$ cat src/logic/ghtGeomPkg.sv
// **************************************************
// table geometry of the global history table
// and the index union with its bank/row/column view
// **************************************************
package ghtGeomPkg;

    localparam int IndexWidth   = 16;
    localparam int BankCount    = 8;
    localparam int BankSelWidth = 3;
    localparam int RowCount     = 32;
    localparam int RowWidth     = 5;
    localparam int ColCount     = 256;
    localparam int ColWidth     = 8;

    // bank number is {bankHi, bankLo}
    typedef struct packed {
        logic [ColWidth-1:0]       col;
        logic [BankSelWidth-2:0]   bankHi;
        logic [RowWidth-1:0]       row;
        logic                      bankLo;
    } ghtIndexFields_t;

    typedef union packed {
        logic [IndexWidth-1:0] raw;
        ghtIndexFields_t       f;
    } ghtIndex_u;

endpackage

$ cat src/logic/ghtLookup.sv
// **************************************************
// lookup stage: hashed index register, valid strobe
// and selection of the bank bit
// **************************************************
`timescale 1ns/1ps

module ghtLookup import ghtGeomPkg::*; (
    input  logic                  clk,
    input  logic                  rst,
    input  logic                  readEn,
    input  logic [IndexWidth-1:0] ipBits,
    input  logic [IndexWidth-1:0] history,
    output logic [RowWidth-1:0]   readRow,
    output logic [ColWidth-1:0]   readCol,
    input  logic [BankCount-1:0]  bankBits,
    output logic                  pred,
    output logic                  predValid
);

    ghtIndex_u readIdx;

    // index holds while readEn is low
    always_ff @(posedge clk) begin
        if (readEn) begin
            readIdx.raw <= ipBits ^ history;
        end
    end

    always_ff @(posedge clk) begin
        if (rst) begin
            predValid <= 1'b0;
        end else begin
            predValid <= readEn;
        end
    end

    assign readRow = readIdx.f.row;
    assign readCol = readIdx.f.col;
    assign pred    = bankBits[{readIdx.f.bankHi, readIdx.f.bankLo}];

    noValidAfterReset: assert property (@(posedge clk) rst |=> !predValid)
        else $error("ghtLookup: predValid high after reset");

endmodule

$ cat config.mk
export PLATFORM = sky130hd
export DESIGN_NAME = ghtLookup
export DESIGN_NICKNAME = d
export VERILOG_FILES = /design/src/logic/ghtGeomPkg.sv /design/src/logic/ghtLookup.sv
export SDC_FILE = /design/constraint.sdc
export NUM_CORES = 1
export LEC_CHECK = 0
export CELL_PAD_IN_SITES_DETAIL_PLACEMENT = 0
export CELL_PAD_IN_SITES_GLOBAL_PLACEMENT = 1
export CORE_MARGIN = 4
export CORE_UTILIZATION = 39
export DETAILED_ROUTE_END_ITERATION = 10
export DONT_BUFFER_PORTS = 1
export PLACE_DENSITY = 0.72
export SETUP_SLACK_MARGIN = 0.4
export SLEW_MARGIN = 20
export SYNTH_ARGS = -nofsm -noshare
export SYNTH_HDL_FRONTEND = slang
export SYNTH_SLANG_ARGS = --single-unit
$ cat constraint.sdc
create_clock -name clk -period 1.3 [get_ports clk]
set_clock_uncertainty 0.05 [all_clocks]
set_input_delay 0.065 -clock clk [delete_from_list [all_inputs] [get_ports clk]]
set_output_delay 0.065 -clock clk [all_outputs]
set_load 0.01 [all_outputs]
* Word-level counts from Yosys, hierarchy flattened
Index checks and enable logic that the tools add are counted.
** Word-level totals
- Register bits :: 17
- Input bits :: 43
- Output and inout bits :: 15
- Logic and storage cells :: 6
** Cells by class
- Order comparisons :: 1
- Multiplexer cells :: 2
- Bitwise gates (word level) :: 1
** Operator list (number)
- $xor 16x16->16 :: 1
- $lt 3x4->1 const B :: 1
- $bmux 1 s3 :: 1
- $mux 1 :: 1

* Depth between registers and ports, before layout
- Word-level depth :: 2
- Gate-level depth with buffers :: 2
- Depth with buffers taken out :: 2

* Least setup slack after synthesis
No wires, ideal clock.
- Kind :: reg2out
- Start :: register readIdx[0] (netlist name)
- End :: output port pred
- Data arrival time :: 1172 ps
- Required time :: 1185 ps
- Path slack :: 13 ps
- Cell stages (with the launch flop) :: 3
- Path buffers :: 0
- Cells stage by stage :: edfxtp_1 > mux4_1 > mux2_2
** On the way
- Word-level cells in the longest chain between the ends :: 2
** Ends and longest elaborated chain
- from (decl) :: RTL line ghtLookup.sv:20 : ghtIndex_u readIdx;
- $bmux 1 s3 :: RTL line ghtLookup.sv:39 : assign pred = bankBits[{readIdx.f.bankHi, readIdx.f.bankLo}];
- $mux 1 (implied by the code) :: RTL line ghtLookup.sv:39
- to (decl) :: RTL line ghtLookup.sv:16 : output logic pred,
Every way passes these cells. The select of a mux whose other input is x is not followed.

* Final worst setup path
Ends and elaborated chain as after synthesis.

==> flow_summary_export.csv <==
group,metric,value,unit
run_status,outcome,"complete, but fails checks",
run_status,violations,"hold timing, setup timing",
drt,wirelength,1.48,mm
worst_setup_path,crit_path_end_kind,"primary output",
layout,utilization,56.0,%
clock_network,path_clk_slew,100,ps
drt,vias,454,
timing,max_slew_margin,89.9,%
hold_path,min_path_cells,0,
pwr,power_frac_clock,23.8,%
layout,num-nets-final,118,
die,start_util,41.2,%
yosys,syn_area,808,um2
pwr,vdd_drop_max,0.567,mV
die,pin_count,58,
pwr,p_int,895,uW
layout,syn_to_final_growth,35.9,%
place,gp_congestion,0.544,
die,die_y,53.5,um
drt,route.detailed.drc,0,
yosys,netlist.area_leader.share,59.4,%
hold_path,min_to,"readIdx[10]",
pwr,p_leak,0.000412,uW
timing,final_max_slew_viol_count,0,
timing,max_freq,0.625,GHz
place,portBuffers,0,
layout,final_cell_mix,"33 x dlygate4sd3_1, 16 x xor2_1, 16 x edfxtp_1, 3 x clkbuf_4, 2 x mux4_2",
yosys,ys_seq_elements,17,
pwr,power_density,1040,nW/um2
worst_setup_path,path_class,"reg -> out",
yosys,synthAdderAreaFrac,0,%
timing,setup_slack,-300,ps
clock_network,post_cts_buffers,0,
clock_network,cts_made_buffers,3,
timing,setup_violations,1,
worst_setup_path,critPathMaxFanout,2,
drt,wl_per_cell,14.6,um
layout,multi_input_area,206,um2
clock_network,cts_tree,"done",
layout,layout_commonest_cell,"dlygate4sd3_1",
drt,first_iter_violations,1,
hold_path,worstHoldStart,"readEn",
clock_network,cts_root_buf,"clkbuf_4",
drt,postRouteAntennaNets,0,
yosys,yosys-top-cells-area,"edfxtp_1 59%, xor2_1 17%, buf_4 12%",
timing,rsz0062_at_grt,"yes",
yosys,ys.warnings.count,0,
timing,min_period,1600,ps
yosys,yosys.area_share.xor_xnor,17.3,%
yosys,muxShareOfSynthArea,7.89,%
yosys,synthSimpleGateAreaFrac,0.774,%
global_routing,grt_pass1_wl,1.95,mm
layout,antenna_cells,0,
die,die_x,53.5,um
layout,seq_area,500,um2
global_routing,grt_pass1_vias,479,
die,core,1960,um2
pwr,p_sw_share,21.8,%
global_routing,grt_max_degree,18,
timing,hold_ws,-165,ps
worst_setup_path,startpoint_type,"register",
drt,firstDrtPassIters,2,
die,core.rowCount,16,
yosys,syn_inst,50,
yosys,synth_nets,93,
yosys,ys_types,7,
timing,period_share,123,%
pwr,p_comb_share,13.5,%
job,max-cap-violations,0,
pwr,p_seq_share,62.6,%
worst_setup_path,cp.required,1190,ps
layout,post_route_cells_drive_above_1_share,9.46,%
worst_setup_path,arrival,1490,ps
clock_network,h-tree-depth,1,
die,dieArea,2860,um2
clock_network,holdBufCountCts,33,
timing,hold_viol_final,17,
drt,avgViaCountPerCell,4.50,
timing,worst_pin_slew,152,ps
hold_path,hold_class,"in -> reg",
pwr,power_switching,249,uW
place,dpl_cell_area,741,um2
clock_network,clock-sinks,17,
yosys,yosys.area.top_type,"edfxtp_1",
yosys,synth_area_per_cell,16.2,um2
yosys,synth_top_family_by_area,"XOR/XNOR gates",
layout,fill_cells,178,
yosys,synth-seq-area-share,61.9,%
clock_network,clockBufferDepth,2,
global_routing,antenna_found_initial,0,
layout,stdcell_area,1100,um2
global_routing,grt-ovfl-total,0,
global_routing,grt.total_usage,10.2,%
yosys,synth_compound_area_share,0,%
==> power by group through the flow <==
| stage | combinational [uW] | clock, uW | sequential [uW] |
|---|---|---|---|
| 2_1_floorplan | 141 | 0 | 695 |
| 3_3_place_gp | 64.2 | 0 | 730 |
| 3_5_place_dp | 67.8 | 0 | 730 |
| 4_1_cts | 154 | 289 | 718 |
| 5_1_grt | 167 | 317 | 723 |
| 6_report | 155 | 273 | 717 |
==> cell families (layout without fill, tap and decap cells) <==
family                 after synthesis  after routing
multiplexers                         3              3
flip-flops                          17             17
XOR/XNOR                            16             16
buffers and inverters               13             37
AND/OR/NAND/NOR                      1              1
==> layer usage <==
metal  GRT usage [%]  wire, um
met2            19.6       847
met1            7.80       433
met3            5.07       198
met4            6.38         0
met5               0         0
==> synthesized netlist by cell type <==
| cell | instances |
|---|---|
| nor2b_1 | 1 |
| xor2_1 | 16 |
| dfxtp_1 | 1 |
| mux2_2 | 1 |
| buf_4 | 13 |
| edfxtp_1 | 16 |
| mux4_1 | 2 |
==> critical path: stages, from the launching register on <==
cell	delay [ps]
edfxtp_1	400
mux4_2	510
mux2_4	300
==> how the worst max path moves through the flow <==
stage	start	endpoint	depth (start not counted)
floorplan	readIdx[0]	pred	2
CTS	readIdx[0]	pred	2
global placement	readIdx[0]	pred	2
finish	readIdx[0]	pred	2
detailed placement	readIdx[0]	pred	2
global route	readIdx[0]	pred	2
==> through the flow <==
stage               setup TNS (ps)  instances  power [uW]  worst slack, ps
floorplan                        0         50         836             34.6
global placement                 0         64         794             21.0
detailed placement               0         64         798             6.34
CTS                           -323        101        1160             -323
global route                  -357        101        1210             -357
finish                        -300        101        1140             -300
==> layout make-up <==
| cell class | count | share of cell area (%) |
|---|---|---|
| Multi-Input combinational cell | 20 | 18.8 |
| Clock buffer | 3 | 2.05 |
| Clock inverter | 1 | 0.456 |
| Sequential cell | 17 | 45.6 |
| Timing Repair Buffer | 33 | 30.1 |
| Tap cell | 27 | 3.08 |
==> sequential cells by signal, indices dropped and copies added (netlist names) <==
| name | cells |
|---|---|
| readIdx | 16 |
| predValid | 1 |
==> what timing repair did <==
action | CTS | global route
gates resized for setup | 0 | 0
endpoints found under the hold margin | 33 | 17
setup endpoints to repair | 1 | 1
Power figures use the tool's default switching activity.
