--- config.mk ---
export PLATFORM = sky130hd
export DESIGN_NAME = ghtWriteSched
export DESIGN_NICKNAME = d
export VERILOG_FILES = /design/src/logic/ghtGeomPkg.sv /design/src/logic/ghtCtrlPkg.sv /design/src/logic/ghtWriteSched.sv
export SDC_FILE = /design/constraint.sdc
export NUM_CORES = 1
export LEC_CHECK = 0
export BUFFER_PORTS_ARGS = -buffer_cell sky130_fd_sc_hd__buf_2
export CAP_MARGIN = 40
export CORE_ASPECT_RATIO = 1.5
export CORE_MARGIN = 2
export CORE_UTILIZATION = 35
export CTS_CLUSTER_SIZE = 20
export DETAILED_ROUTE_END_ITERATION = 10
export SLEW_MARGIN = 20
export SYNTH_ARGS = -nofsm -noshare
export SYNTH_HDL_FRONTEND = slang
export SYNTH_SLANG_ARGS = --single-unit
--- constraint.sdc ---
create_clock -name clk -period 5.9 [get_ports clk]
set_input_delay 1.18 -clock clk [delete_from_list [all_inputs] [get_ports clk]]
set_output_delay 1.18 -clock clk [all_outputs]
set_load 0.02 [all_outputs]
--- src/logic/ghtGeomPkg.sv ---
// **************************************************
// table geometry of the global history table
// and the index union with its bank/row/column view
// **************************************************
package ghtGeomPkg;

    localparam int IndexWidth   = 16;
    localparam int BankCount    = 8;
    localparam int BankSelWidth = 3;
    localparam int RowCount     = 32;
    localparam int RowWidth     = 5;
    localparam int ColCount     = 256;
    localparam int ColWidth     = 8;

    // bank number is {bankHi, bankLo}
    typedef struct packed {
        logic [ColWidth-1:0]       col;
        logic [BankSelWidth-2:0]   bankHi;
        logic [RowWidth-1:0]       row;
        logic                      bankLo;
    } ghtIndexFields_t;

    typedef union packed {
        logic [IndexWidth-1:0] raw;
        ghtIndexFields_t       f;
    } ghtIndex_u;

endpackage

--- src/logic/ghtCtrlPkg.sv ---
// **************************************************
// clearing sweep constants
// **************************************************
package ghtCtrlPkg;

    // one row of every bank per sweep cycle
    localparam int ClearCycles     = ghtGeomPkg::RowCount;
    localparam int ClearCountWidth = $clog2(ClearCycles);

endpackage

--- src/logic/ghtWriteSched.sv ---
// **************************************************
// update port routing with one-entry defer slot
// and the clearing sweep after reset
// **************************************************
`timescale 1ns/1ps

module ghtWriteSched import ghtGeomPkg::*; import ghtCtrlPkg::*; (
    input  logic                                clk,
    input  logic                                rst,
    input  logic                                wen0,
    input  ghtIndex_u                           addr0,
    input  logic                                val0,
    input  logic                                wen1,
    input  ghtIndex_u                           addr1,
    input  logic                                val1,
    output logic [BankCount-1:0]                bankWen,
    output logic [BankCount-1:0][RowWidth-1:0]  bankRow,
    output logic [BankCount-1:0][ColWidth-1:0]  bankCol,
    output logic [BankCount-1:0]                bankVal,
    output logic                                clearAll
);

    logic                       clearing;
    logic [ClearCountWidth-1:0] sweepCount;

    logic                       slotValid;
    ghtIndex_u                  slotIdx;
    logic                       slotVal;

    logic [BankSelWidth-1:0]    bank0;
    logic [BankSelWidth-1:0]    bank1;
    logic [BankSelWidth-1:0]    bankS;
    logic                       save0;
    logic                       save1;
    logic                       go0;
    logic                       go1;
    logic [BankCount-1:0]       slotHit;
    logic [BankCount-1:0]       port0Hit;
    logic [BankCount-1:0]       port1Hit;

    assign bank0 = {addr0.f.bankHi, addr0.f.bankLo};
    assign bank1 = {addr1.f.bankHi, addr1.f.bankLo};
    assign bankS = {slotIdx.f.bankHi, slotIdx.f.bankLo};

    // saved write first, then port 0, then port 1
    assign save0 = !clearing && slotValid && wen0 && bank0 == bankS;
    assign save1 = !clearing && wen1
        && ((wen0 && bank1 == bank0) || (slotValid && bank1 == bankS));
    assign go0   = !clearing && wen0 && !(slotValid && bank0 == bankS);
    assign go1   = !clearing && wen1 && !save1;

    assign slotHit  = (!clearing && slotValid) ? BankCount'(1) << bankS : '0;
    assign port0Hit = go0 ? BankCount'(1) << bank0 : '0;
    assign port1Hit = go1 ? BankCount'(1) << bank1 : '0;

    always_comb begin
        for (int k = 0; k < BankCount; k++) begin
            bankWen[k] = slotHit[k] | port0Hit[k] | port1Hit[k];
            bankRow[k] = sweepCount;
            bankCol[k] = '0;
            bankVal[k] = 1'b0;
            if (slotHit[k]) begin
                bankRow[k] = slotIdx.f.row;
                bankCol[k] = slotIdx.f.col;
                bankVal[k] = slotVal;
            end else if (port0Hit[k]) begin
                bankRow[k] = addr0.f.row;
                bankCol[k] = addr0.f.col;
                bankVal[k] = val0;
            end else if (port1Hit[k]) begin
                bankRow[k] = addr1.f.row;
                bankCol[k] = addr1.f.col;
                bankVal[k] = val1;
            end
        end
    end

    assign clearAll = clearing;

    always_ff @(posedge clk) begin
        if (rst) begin
            clearing   <= 1'b1;
            sweepCount <= '0;
            slotValid  <= 1'b0;
        end else begin
            if (clearing) begin
                sweepCount <= sweepCount + 1'b1;
                if (sweepCount == ClearCountWidth'(ClearCycles - 1)) begin
                    clearing <= 1'b0;
                end
            end
            slotValid <= save0 | save1;
        end
    end

    // on overflow port 0 keeps the slot and port 1 is dropped
    always_ff @(posedge clk) begin
        if (save0) begin
            slotIdx <= addr0;
            slotVal <= val0;
        end else if (save1) begin
            slotIdx <= addr1;
            slotVal <= val1;
        end
    end

    slotIdleInSweep: assert property (@(posedge clk) disable iff (rst)
        clearAll |-> !slotValid)
        else $error("ghtWriteSched: defer slot valid during sweep");

    onePortPerBank: assert property (@(posedge clk) disable iff (rst)
        (port0Hit & port1Hit) == '0)
        else $error("ghtWriteSched: both ports hit one bank");

endmodule

Yosys cells after proc, flatten, opt, wreduce, memory -nomap -nowiden. Index checks and enable logic that the tools add are counted. W data, S select, Z words.

Output and inout port bits: 121. Bits of input ports: 38. Logic and storage cells: 127. Register bits after elaboration: 24.

Bitwise operators: 17. Multiplexer cells: 81. Shifts and indexed selects: 3. Equal/unequal tests: 4. Add/sub/neg operators: 1. Reduce and logical (&&, ||, !) cells: 16.

Operators with widths (number): $mux W8 (27); $mux W5 (24); $mux W16 (2); $mux W1 (28); $shl A1 B3 Y8 const A (3); $or A1 B1 Y1 (17); $logic_and A1 B1 Y1 (11); $eq A3 B3 Y1 (3); $add A5 B1 Y5 const B (1); $eq A5 B5 Y1 const B (1); $logic_not A1 Y1 (3); $reduce_bool A2 Y1 (1); $logic_or A1 B1 Y1 (1).

Longest topological paths before layout. Gate-level depths: netlist (run 1).

Depth in word-level cells: 10. Depth in mapped cells: 8. Gate-level depth less buffers: 5.

Worst setup path before layout (run 1). Ideal clock, no wire load.

Path type: input port to output port. Start: in addr1[7] (netlist name). End: out bankRow[12] (netlist name). Data arrival time: 2989 ps. Path slack: 1731 ps. Stages on the path: 6. Buffers on the path: 3. Data required time: 4720 ps. Cell sequence: clkbuf_2 -> buf_2 -> or3_1 -> buf_1 -> or3_1 -> a311oi_1.

RTL lines: start: declaration (RTL line ghtWriteSched.sv:14) `input ghtIndex_u addr1,`; end: declaration (RTL line ghtWriteSched.sv:17) `output logic [BankCount-1:0][RowWidth-1:0] bankRow,`.

==> impl.org, run 1 <==
** Outcome
- Outcome :: completed

** Clock tree
- TritonCTS built the clock tree.
- CTS built an H-tree with a depth of 1.
- The cell sitting at the root of the clock tree is a sky130_fd_sc_hd__clkbuf_16.
- Bufs on Longest Clock Path :: 2
- Post-CTS timing repair inserted 0 buffers for setup.
- For the worst-skew pair, the clock arrives at the later sink with an insertion delay of ~0.27 ns.
- Quantity of gates resized following cts :: 0
- Number of sinks on the clock net :: 24
- Post-CTS Hold Fix Bufs :: 0
- Clock transition time at the flip-flop clock pins of the worst setup and hold paths :: 0.07 ns
- Buffers inserted during clock tree synthesis total 3.

** Cells and area
- After filler insertion, the fill cell instance count of the layout stands at 1295.
- 0 antenna diodes ended up in the layout.
- Relative to the synthesized area, the layout overhead comes to 18.0%.
- In the final layout, the share of cells above drive strength 1 is 0.330.
- Final nets :: 705

** Synthesis
- Share of synthesized area occupied by flip-flops and latches :: 0.146
- Number of enable-type register cells in the synthesized netlist :: 17
- Of the total synthesized cell area, the portion taken by AND, OR, NAND and NOR gates is 0.266.
- The most used flip-flop cell after synthesis is sky130_fd_sc_hd__edfxtp_1.
- In this run the cell area of the synthesized design comes to 4460 um^2.
- The share of the synthesized area in compound gates (AO/OA/AOI/OAI) came to 0.402.
- After synthesis, the netlist uses 56 different library cells.
- Multiplexer fraction of the synthesized cell area :: 0.0475
- Post-synthesis instance total :: 584
- In this run, synthesis produced a sequential element count of 24.
- Combinational family with the most area after synthesis :: compound AO/OA/AOI/OAI gates
- During synthesis, Yosys emitted a total of 0 warnings.
- Synthesized netlist net count :: 624
- Of the total synthesized cell area, the portion taken by full adders, half adders and majority gates is 0.00562.
- Ys async rst share :: 0
- Syn avg cell area :: 7.63 um^2
- Xor/xnor share of the synthesized area :: 0.0236

** Placed design
- Port buffering added 158 buffers.
- Routability-driven placement finished with a final weighted congestion of 0.960.
- The HPWL after detailed placement is 14.6 mm.

** Die
- Initial core utilization :: 0.358
- Number of primary I/O pins :: approximately 160
- After floorplanning, the core was divided into 50 placement rows.
- Height of the die :: ~140 um
- The floorplan step set the die width to 96.1 um.
- Area of the die :: between 10000 and 15000 um^2
- Core region area :: 12400 um^2

** Global route
- Vias in the first global route :: 5094
- Maximum number of pins on one net before global-route repair :: 43
- Overflow left after global routing :: 0
- Initial antenna violation count :: 0
- Global-route wire length before repair :: 30.0 mm
- In the global route stage, overall resource usage came out at 0.286.

** STA
- At the pin with the least slew margin, the transition time is around 0.84 ns.
- Number of failing setup endpoints in the final timing report :: 0
- Tcrit/Tclk final :: 0.801
- Clock skew on the completed layout was measured at 0.00171 ns.
- Final number of max-transition violations :: 0
- Final TNS setup :: 0 ns
- Post-layout min period :: about 4.7 ns
- Maximum clock rate :: 0.212 GHz
- Slew Limit Headroom :: 0.439
- The number of failing hold endpoints at the final stage is 0.
- RSZ-0062 raised after global routing :: no

** Pwr
- Lkg Pwr :: 2.22 nW
- Combinational share of power :: 0.262
- Internal power comes to 360 uW.
- Max VDD drop :: 0.000105 V
- Total power :: 539 uW
- Fraction of power consumed by the clock network :: 0.386
- Of the total power, the share spent switching nets is 0.332.
- Part of the power in registers :: 0.351
- Dividing total power by cell area gives a power density of 103 nW/um^2.
- For this design the total switching power over the nets is 179 uW.

** Routing
- The first TritonRoute pass finished after 5 iterations.
- Once detail routing completed, the nets flagged for antenna violations numbered 0.
- In the routed layout, each cell is associated on average with a via count of about 7.
- Detailed-route DRC error count :: 0
- First-iteration detailed-routing DRC count :: 644
- Routed length per placed instance :: 25.0 um
- Total vias in the final route :: 5730
- After detailed routing, the total wire length is slightly above 20 mm.

** Run
- Max-Cap Viols :: 0

** Worst hold path
- The startpoint identified for the worst hold timing path is sweepCount[4].
- Min-Delay Path Class :: reg2reg

** Setup path
- Data required time at the worst endpoint :: 4.72 ns
- STA classifies the critical path startpoint as an input port.
- Endpoint type of the worst setup path :: output pin
- CP startpoint :: addr1[6]
- The worst register-to-register path begins at slotIdx[0].
- By startpoint and endpoint, the worst setup path is classified as in2out.
- STA puts the critical path data arrival time at 3.54 ns.
- Along the worst path, the maximum fanout reaches 13.
- The setup check on the worst reg-to-reg path leaves a slack of around 3.4 ns.
==> metal layers <==
layer	wire length [um]	vias to the layer above	track usage	share of wire
li1	-	2516	-	-
met1	7440	2751	0.344	0.36
met2	10200	388	0.486	0.50
met3	1700	75	0.0313	0.083
met4	1190	0	0.153	0.058
met5	0	-	0	0
==> power by group through the flow <==
stage                     combinational, mW  clock (mW)  sequential (mW)
after floorplan                      0.0943           0            0.186
after global placement                0.135           0            0.193
after detailed placement              0.138           0            0.193
after CTS                             0.139       0.209            0.189
after global routing                  0.149       0.211            0.190
final                                 0.141       0.208            0.189
==> synthesized netlist by cell type, types with 3 or more instances <==
library cell,instances,area share
sky130_fd_sc_hd__mux2_1,4,0.010
sky130_fd_sc_hd__or2_2,5,0.0070
sky130_fd_sc_hd__nand2b_1,5,0.0070
sky130_fd_sc_hd__nor3b_1,3,0.0051
sky130_fd_sc_hd__a221o_1,72,0.16
sky130_fd_sc_hd__a31oi_1,38,0.053
sky130_fd_sc_hd__o21ai_0,6,0.0067
sky130_fd_sc_hd__nand3b_1,3,0.0051
sky130_fd_sc_hd__xor2_1,6,0.012
sky130_fd_sc_hd__nor4_1,3,0.0042
sky130_fd_sc_hd__or3_1,5,0.0070
sky130_fd_sc_hd__or4_1,11,0.019
sky130_fd_sc_hd__xnor2_1,6,0.012
sky130_fd_sc_hd__buf_4,4,0.0067
sky130_fd_sc_hd__clkbuf_2,9,0.010
sky130_fd_sc_hd__nor3_2,5,0.011
sky130_fd_sc_hd__nor2_1,86,0.072
sky130_fd_sc_hd__nand4_1,9,0.013
sky130_fd_sc_hd__dfxtp_1,7,0.031
sky130_fd_sc_hd__or4b_1,7,0.016
sky130_fd_sc_hd__nand2_1,12,0.010
sky130_fd_sc_hd__o21a_1,8,0.013
sky130_fd_sc_hd__mux2_2,13,0.033
sky130_fd_sc_hd__nor3_4,3,0.011
sky130_fd_sc_hd__buf_6,5,0.013
sky130_fd_sc_hd__edfxtp_1,17,0.11
sky130_fd_sc_hd__buf_1,25,0.021
sky130_fd_sc_hd__o31ai_1,38,0.064
sky130_fd_sc_hd__nor2_2,8,0.011
sky130_fd_sc_hd__buf_2,10,0.011
sky130_fd_sc_hd__o32ai_1,40,0.079
sky130_fd_sc_hd__clkbuf_1,43,0.036
sky130_fd_sc_hd__nor3_1,3,0.0034
sky130_fd_sc_hd__inv_1,13,0.011
sky130_fd_sc_hd__nand3_1,22,0.025
==> state kept, by name, indices dropped and copies added (netlist names) <==
signal / flops
clearAll: 1
slotVal: 1
slotIdx: 16
slotValid: 1
sweepCount: 5
==> cell families after synthesis <==
| kind of cell | after synthesis |
|---|---|
| compound gates | 209 |
| mux | 19 |
| simple gates | 209 |
| flops | 24 |
| xor+xnor | 12 |
| fa+ha+maj | 2 |
| buf+inv | 109 |
==> cell type report <==
class,count,area (um^2),area share
clock inverter,1,30.0,0.00571
sequential,24,651,0.124
inverter,13,48.8,0.00928
tap,156,195,0.0371
clock buffer,3,75.1,0.0143
multi-input combinational,451,3330,0.633
timing repair buffer,172,928,0.177
==> through the flow <==
stage                     hold slack, ns  worst slack [ns]  cells  area [um^2]  utilization
after CTS                          0.743              1.27    819         5250        0.422
after detailed placement           0.734              1.28    815         5140        0.413
after global routing               0.792              1.14    820         5260        0.422
after floorplan                    0.542              1.73    584         4460            -
after global placement             0.695              1.10    812         5100        0.410
final                              0.750              1.18    820         5260        0.422
==> path summary, 6_finish.rpt <==
path,end,cells after the start
worst max-delay path,bankCol[37],6
worst min-delay path,sweepCount[4],2
worst max register to register,slotIdx[4],5
worst min register to register,sweepCount[4],2
==> layout by cell type (no fill, tap or decap), types with 4 or more instances in the layout <==
| master | n |
|---|---|
| sky130_fd_sc_hd__o31ai_1 | 38 |
| sky130_fd_sc_hd__xor2_1 | 6 |
| sky130_fd_sc_hd__nand2_1 | 12 |
| sky130_fd_sc_hd__buf_2 | 158 |
| sky130_fd_sc_hd__or4_1 | 11 |
| sky130_fd_sc_hd__nor2_1 | 86 |
| sky130_fd_sc_hd__inv_1 | 13 |
| sky130_fd_sc_hd__mux2_1 | 4 |
| sky130_fd_sc_hd__edfxtp_1 | 17 |
| sky130_fd_sc_hd__nand2b_1 | 5 |
| sky130_fd_sc_hd__a31oi_1 | 38 |
| sky130_fd_sc_hd__nor3_2 | 5 |
| sky130_fd_sc_hd__or4b_1 | 7 |
| sky130_fd_sc_hd__xnor2_1 | 6 |
| sky130_fd_sc_hd__nand3_1 | 22 |
| sky130_fd_sc_hd__nand4_1 | 9 |
| sky130_fd_sc_hd__buf_4 | 11 |
| sky130_fd_sc_hd__or3_1 | 5 |
| sky130_fd_sc_hd__dfxtp_1 | 7 |
| sky130_fd_sc_hd__or2_2 | 5 |
| sky130_fd_sc_hd__o21a_1 | 8 |
| sky130_fd_sc_hd__o21ai_0 | 6 |
| sky130_fd_sc_hd__a221o_1 | 72 |
| sky130_fd_sc_hd__o32ai_1 | 40 |
| sky130_fd_sc_hd__nor2_2 | 8 |
| sky130_fd_sc_hd__mux2_2 | 13 |
==> critical path, cell delays in order <==
cell	delay [ns]
sky130_fd_sc_hd__buf_2	0.20
sky130_fd_sc_hd__or3b_1	0.62
sky130_fd_sc_hd__or2_0	0.54
sky130_fd_sc_hd__nor3_4	0.58
sky130_fd_sc_hd__a221o_1	0.26
sky130_fd_sc_hd__buf_2	0.17
(Power assumes the default switching activity.)
==> inputs of run 2 (changes only) <==
--- a/config.mk
+++ b/config.mk
@@ -5,6 +5,7 @@
 export SDC_FILE = /design/constraint.sdc
 export NUM_CORES = 1
 export LEC_CHECK = 0
+export ABC_AREA = 1
 export BUFFER_PORTS_ARGS = -buffer_cell sky130_fd_sc_hd__buf_2
 export CAP_MARGIN = 40
 export CORE_ASPECT_RATIO = 1.5
==> constraint.sdc (replaced) <==
create_clock -name clk -period 4.9 [get_ports clk]
set_input_delay 0.98 -clock clk [delete_from_list [all_inputs] [get_ports clk]]
set_output_delay 0.98 -clock clk [all_outputs]
set_load 0.02 [all_outputs]
==> run 2 against run 1 <==
- register-to-register slack lost 0.70 ns
- power grew 20%
- via count grew 8.1%
- routed wire length grew 1.5%
- sequential share of layout area shrank 0.63 points
- worst setup slack lost 0.066 ns
- critical path depth grew 3
- hold slack lost 0.087 ns
- sequential power grew 21%
- critical path type unchanged
==> impl.org, run 2 <==
** Clock tree
- Setup Buffers After CTS :: 0 (unchanged)
- The clock latency on the worst-skew pair was 0.27 ns (about the same).
- TritonCTS built the clock tree.
- The clock-pin slew reported for the worst setup and hold paths after clock tree synthesis came to 0.07 ns (about the same).
- The count of hold buffers inserted by post-cts repair is 0 (unchanged).
- H-tree Lvls :: 1 (unchanged)
- Clock buffers created by TritonCTS :: 3 (unchanged)
- Quantity of gates resized following cts :: 0 (unchanged)
- The maximum clock path buffer count is 2 (unchanged).
- Buffer type at the clock tree root :: sky130_fd_sc_hd__clkbuf_16
- Number of sinks on the clock net :: 24 (unchanged)

** Synthesis
- The multiplexer fraction of the synthesized cell area is 0 (-0.0475).
- The area fraction of the dominant cell type after synthesis is 0.237 (+0.0755).
- Post-synthesis instance total :: 833 (+43%)
- Ys async rst share :: 0 (unchanged)
- The area share of xor/xnor cells in the synthesized design came to 0.00183 (-0.0218).
- By count the netlist is led by sky130_fd_sc_hd__nand2_1 (302), sky130_fd_sc_hd__nand3_1 (145), sky130_fd_sc_hd__o211ai_1 (88).
- The netlist area before placement came to 4780 um^2 (+7.2%).
- The most common cell in the synthesized netlist is sky130_fd_sc_hd__nand2_1.
- The number of enable flip-flop cells after synthesis was 17 (unchanged).
- The synthesized netlist net count is 873 (+40%).
- By area the synthesized netlist is led by sky130_fd_sc_hd__nand2_1 (24%), sky130_fd_sc_hd__nand3_1 (15%), sky130_fd_sc_hd__o211ai_1 (14%), sky130_fd_sc_hd__edfxtp_1 (11%), sky130_fd_sc_hd__buf_6 (4.5%).
- Ys Warns :: 0 (unchanged)
- Syn avg cell area :: 5.74 um^2 (-25%)
- Post-synthesis compound-gate area fraction :: 0.174 (-0.227)
- The number of distinct standard cells referenced by the synthesized netlist is 32 (-43%).
- Most used flip-flop cell after synthesis :: sky130_fd_sc_hd__edfxtp_1
- Post-Synth Simple-Gate Area :: 0.511 (+0.244)
- Share of synthesized area occupied by flip-flops and latches :: 0.136 (-0.00987)
- sky130_fd_sc_hd__nand2_1 takes more of the synthesized area than any other cell.
- The number of storage elements in the synthesis netlist is 24 (unchanged).
- After synthesis, the largest family of logic cells by area is simple AND/OR/NAND/NOR gates.
- Share of synthesized cell area in full adder, half adder and majority cells :: 0.00524 (-0.000379)

** Cells and area
- The largest registers in the layout are slotIdx x16, sweepCount x5.
- The number of flip-flops under the largest register name was 16 (unchanged).
- More flip-flops sit in one register than any other, and that register is slotIdx.
- In the layout the commonest cells are sky130_fd_sc_hd__nand2_1 (302), sky130_fd_sc_hd__buf_2 (158), sky130_fd_sc_hd__nand3_1 (145), sky130_fd_sc_hd__o211ai_1 (88), sky130_fd_sc_hd__inv_1 (55).
- Number of inserted diodes :: 0 (unchanged)
- The ratio of cells with drive above 1 in the final layout was 0.272 (-0.0577).
- Area grow syn2layout :: 15.9%
- Final nets :: 978 (+39%)
- Most common cell after layout, fill and taps aside :: sky130_fd_sc_hd__nand2_1

** STA
- Final TNS setup :: 0 ns (unchanged)
- The hold slack is 0.663 ns (-0.0872 ns).
- Derived from the worst setup path, the maximum achievable clock frequency is 0.264 GHz.
- Transition time at the pin with the least slew margin :: 0.901 ns (+0.0647 ns)
- The final setup skew is 0.00691 ns (+0.00520 ns).
- Tcrit/Tclk final :: 0.773
- Post-layout min period :: between 3 and 4 ns
- RSZ-0062 raised after global routing :: no
- Count of endpoints failing hold in the final timing report :: 0 (unchanged)
- Number of failing setup endpoints in the final timing report :: 0 (unchanged)
- Slew Limit Headroom :: 0.398 (-0.0408)
- The number of slew-limit violations in the final report is 0 (unchanged).

** Global route
- The total grt overflow was 0 (unchanged).
- The global-route wire length before repair is 31.9 mm (+6.3%).
- Vias in the first global route :: 5871 (+15%)
- The initial antenna violation count was 0 (unchanged).
- The all-layer global routing usage came to 0.277 (-0.00811).
- Maximum number of pins on one net before global-route repair :: 73 (+70%)

** Routing
- The DRC marker count from the first detailed-route iteration was 497 (-23%).
- Vias per std cell :: 5.64 (-19%)
- The count of antenna-violating nets left after detailed routing came to 0 (unchanged).
- The number of iterations in the first detailed-routing pass is 5 (unchanged).
- Total vias in the final route :: 6193 (+8.1%)
- The routed length per instance is 19.0 um (-24%).
- The final routed DRC violation total is 0 (unchanged).
- Wire length after detailed routing :: 20.8 mm (+1.5%)

** Placed design
- Quantity of I/O buffers inserted on ports :: 158 (unchanged)
- The final weighted congestion in routability-driven placement came to 0.951 (-0.96%).
- Half-perimeter wire length of the detailed placement result :: 15.4 mm (+5.4%)

** Die
- The core region area came to 13400 um^2 (+7.7%).
- The die extent in x is 99.4 um (+3.4%).
- Number of primary I/O pins :: 159 (unchanged)
- The height of the die was 147 um (+3.5%).
- Area of the die :: 14600 um^2 (+7.0%)
- The initial cell density of the core was 0.357 (-0.00137).
- Cell Rows :: 52 (+4.0%)

** Pwr
- The static power due to leakage was 2.72 nW (+22%).
- The worst vdd rail ir drop is 0.000103 V (-2.2%).
- The power per cell area came to 117 nW/um^2 (+14%).

** Outcome
- The flow ran to the end, and the final reports show no timing, DRC or antenna violations.

** Setup path
- Data required time at the worst endpoint :: 3.92 ns (-0.80 ns)
- The cell depth of the worst flop-to-flop path was 6 (+1).
- The worst setup path is launched from an input port.
- Register-to-register setup slack :: 2.66 ns (-0.70 ns)
- The worst register-to-register path ends at slotIdx[8].
- Startpoint of the most critical register-to-register path :: slotIdx[0]
- The data arrival time at the worst-slack endpoint was 2.81 ns (-0.73 ns).
- Endpoint type of the worst setup path :: output pin
- The largest fanout on the critical path came to 72 (+59).
- Classification of the worst setup path :: in2out

** Worst hold path
- The startpoint identified for the worst hold timing path is clearAll.
- The worst hold path belongs to the class reg2reg.
- Hold worst-path end :: sweepCount[4]
- Depth of the worst hold-timing path :: 2 (unchanged)

** Run
- Max-Cap Viols :: 0 (unchanged)
run 2: cell types whose count changed in the layout (fill, tap and decap cells not counted), sizes merged, moves of 38 or more:
cell,change
o211ai,+88
nor2,-57
inv,+75
o31ai,-38
a221o,-72
nand3,+123
o32ai,-40
nand2,+305
run 2: per-stage QoR:
step / utilization / cells / area, um^2 / setup slack [ns] / power [mW]
detailed placement: 0.402 / 1091 / 5390 / 1.15 / 0.407
global route: 0.413 / 1099 / 5540 / 0.980 / 0.674
CTS: 0.410 / 1095 / 5490 / 1.15 / 0.651
floorplan: - / 833 / 4780 / 1.71 / 0.344
global placement: 0.401 / 1090 / 5380 / 1.17 / 0.406
finish: 0.413 / 1099 / 5540 / 1.11 / 0.649
run 2: cells by family (layout without fill, tap and decap cells):
kind of cell | Yosys count | count (layout)
XOR/XNOR | 1 | 1
adder cells (fa/ha/maj) | 2 | 2
AO/OA/AOI/OAI | 121 | 121
buffers and inverters | 165 | 269
flip-flops | 24 | 24
AND/OR/NAND/NOR | 520 | 520
run 2: per-layer routing:
metal,track usage,vias to the layer above,routed length [um]
met5,0,-,0
met3,0.0328,82,1600
met4,0.143,0,1030
met2,0.485,362,10500
li1,-,2963,-
met1,0.329,2786,7750
run 2: critical path, cell delays in order:
cell	delay, ns
sky130_fd_sc_hd__buf_2	0.19
sky130_fd_sc_hd__inv_4	0.08
sky130_fd_sc_hd__o21ai_1	0.21
sky130_fd_sc_hd__nor2_4	0.07
sky130_fd_sc_hd__a21boi_4	0.14
sky130_fd_sc_hd__buf_4	0.56
sky130_fd_sc_hd__nand3_1	0.14
sky130_fd_sc_hd__o211ai_1	0.18
sky130_fd_sc_hd__buf_2	0.22
run 2: worst max-delay path by stage:
stage | from | end | slack [ns] | cells after the start
after global placement | addr0[7] | bankCol[33] | 1.17 | 9
after CTS | addr0[7] | bankCol[33] | 1.15 | 9
after detailed placement | addr0[7] | bankCol[33] | 1.15 | 9
after global routing | addr0[7] | bankCol[48] | 0.98 | 9
final | addr0[7] | bankCol[33] | 1.11 | 9
after floorplan | addr0[7] | bankCol[0] | 1.71 | 9
run 2: cell type report:
cell class                      instances  area [um^2]
Multi-Input combinational cell        644         3320
Timing Repair Buffer                  166          870
Tap cell                              162          203
Inverter                               99          395
Fill cell                            1546         7860
Clock inverter                          1         30.0
Clock buffer                            3         75.1
Sequential cell                        24          651
run 2: power breakdown:
group	internal (mW)	switching (mW)	leakage, nW
clock network	0.163	0.0816	0.0511
logic	0.0473	0.129	2.46
registers	0.219	0.00982	0.210
total	0.429	0.221	2.72
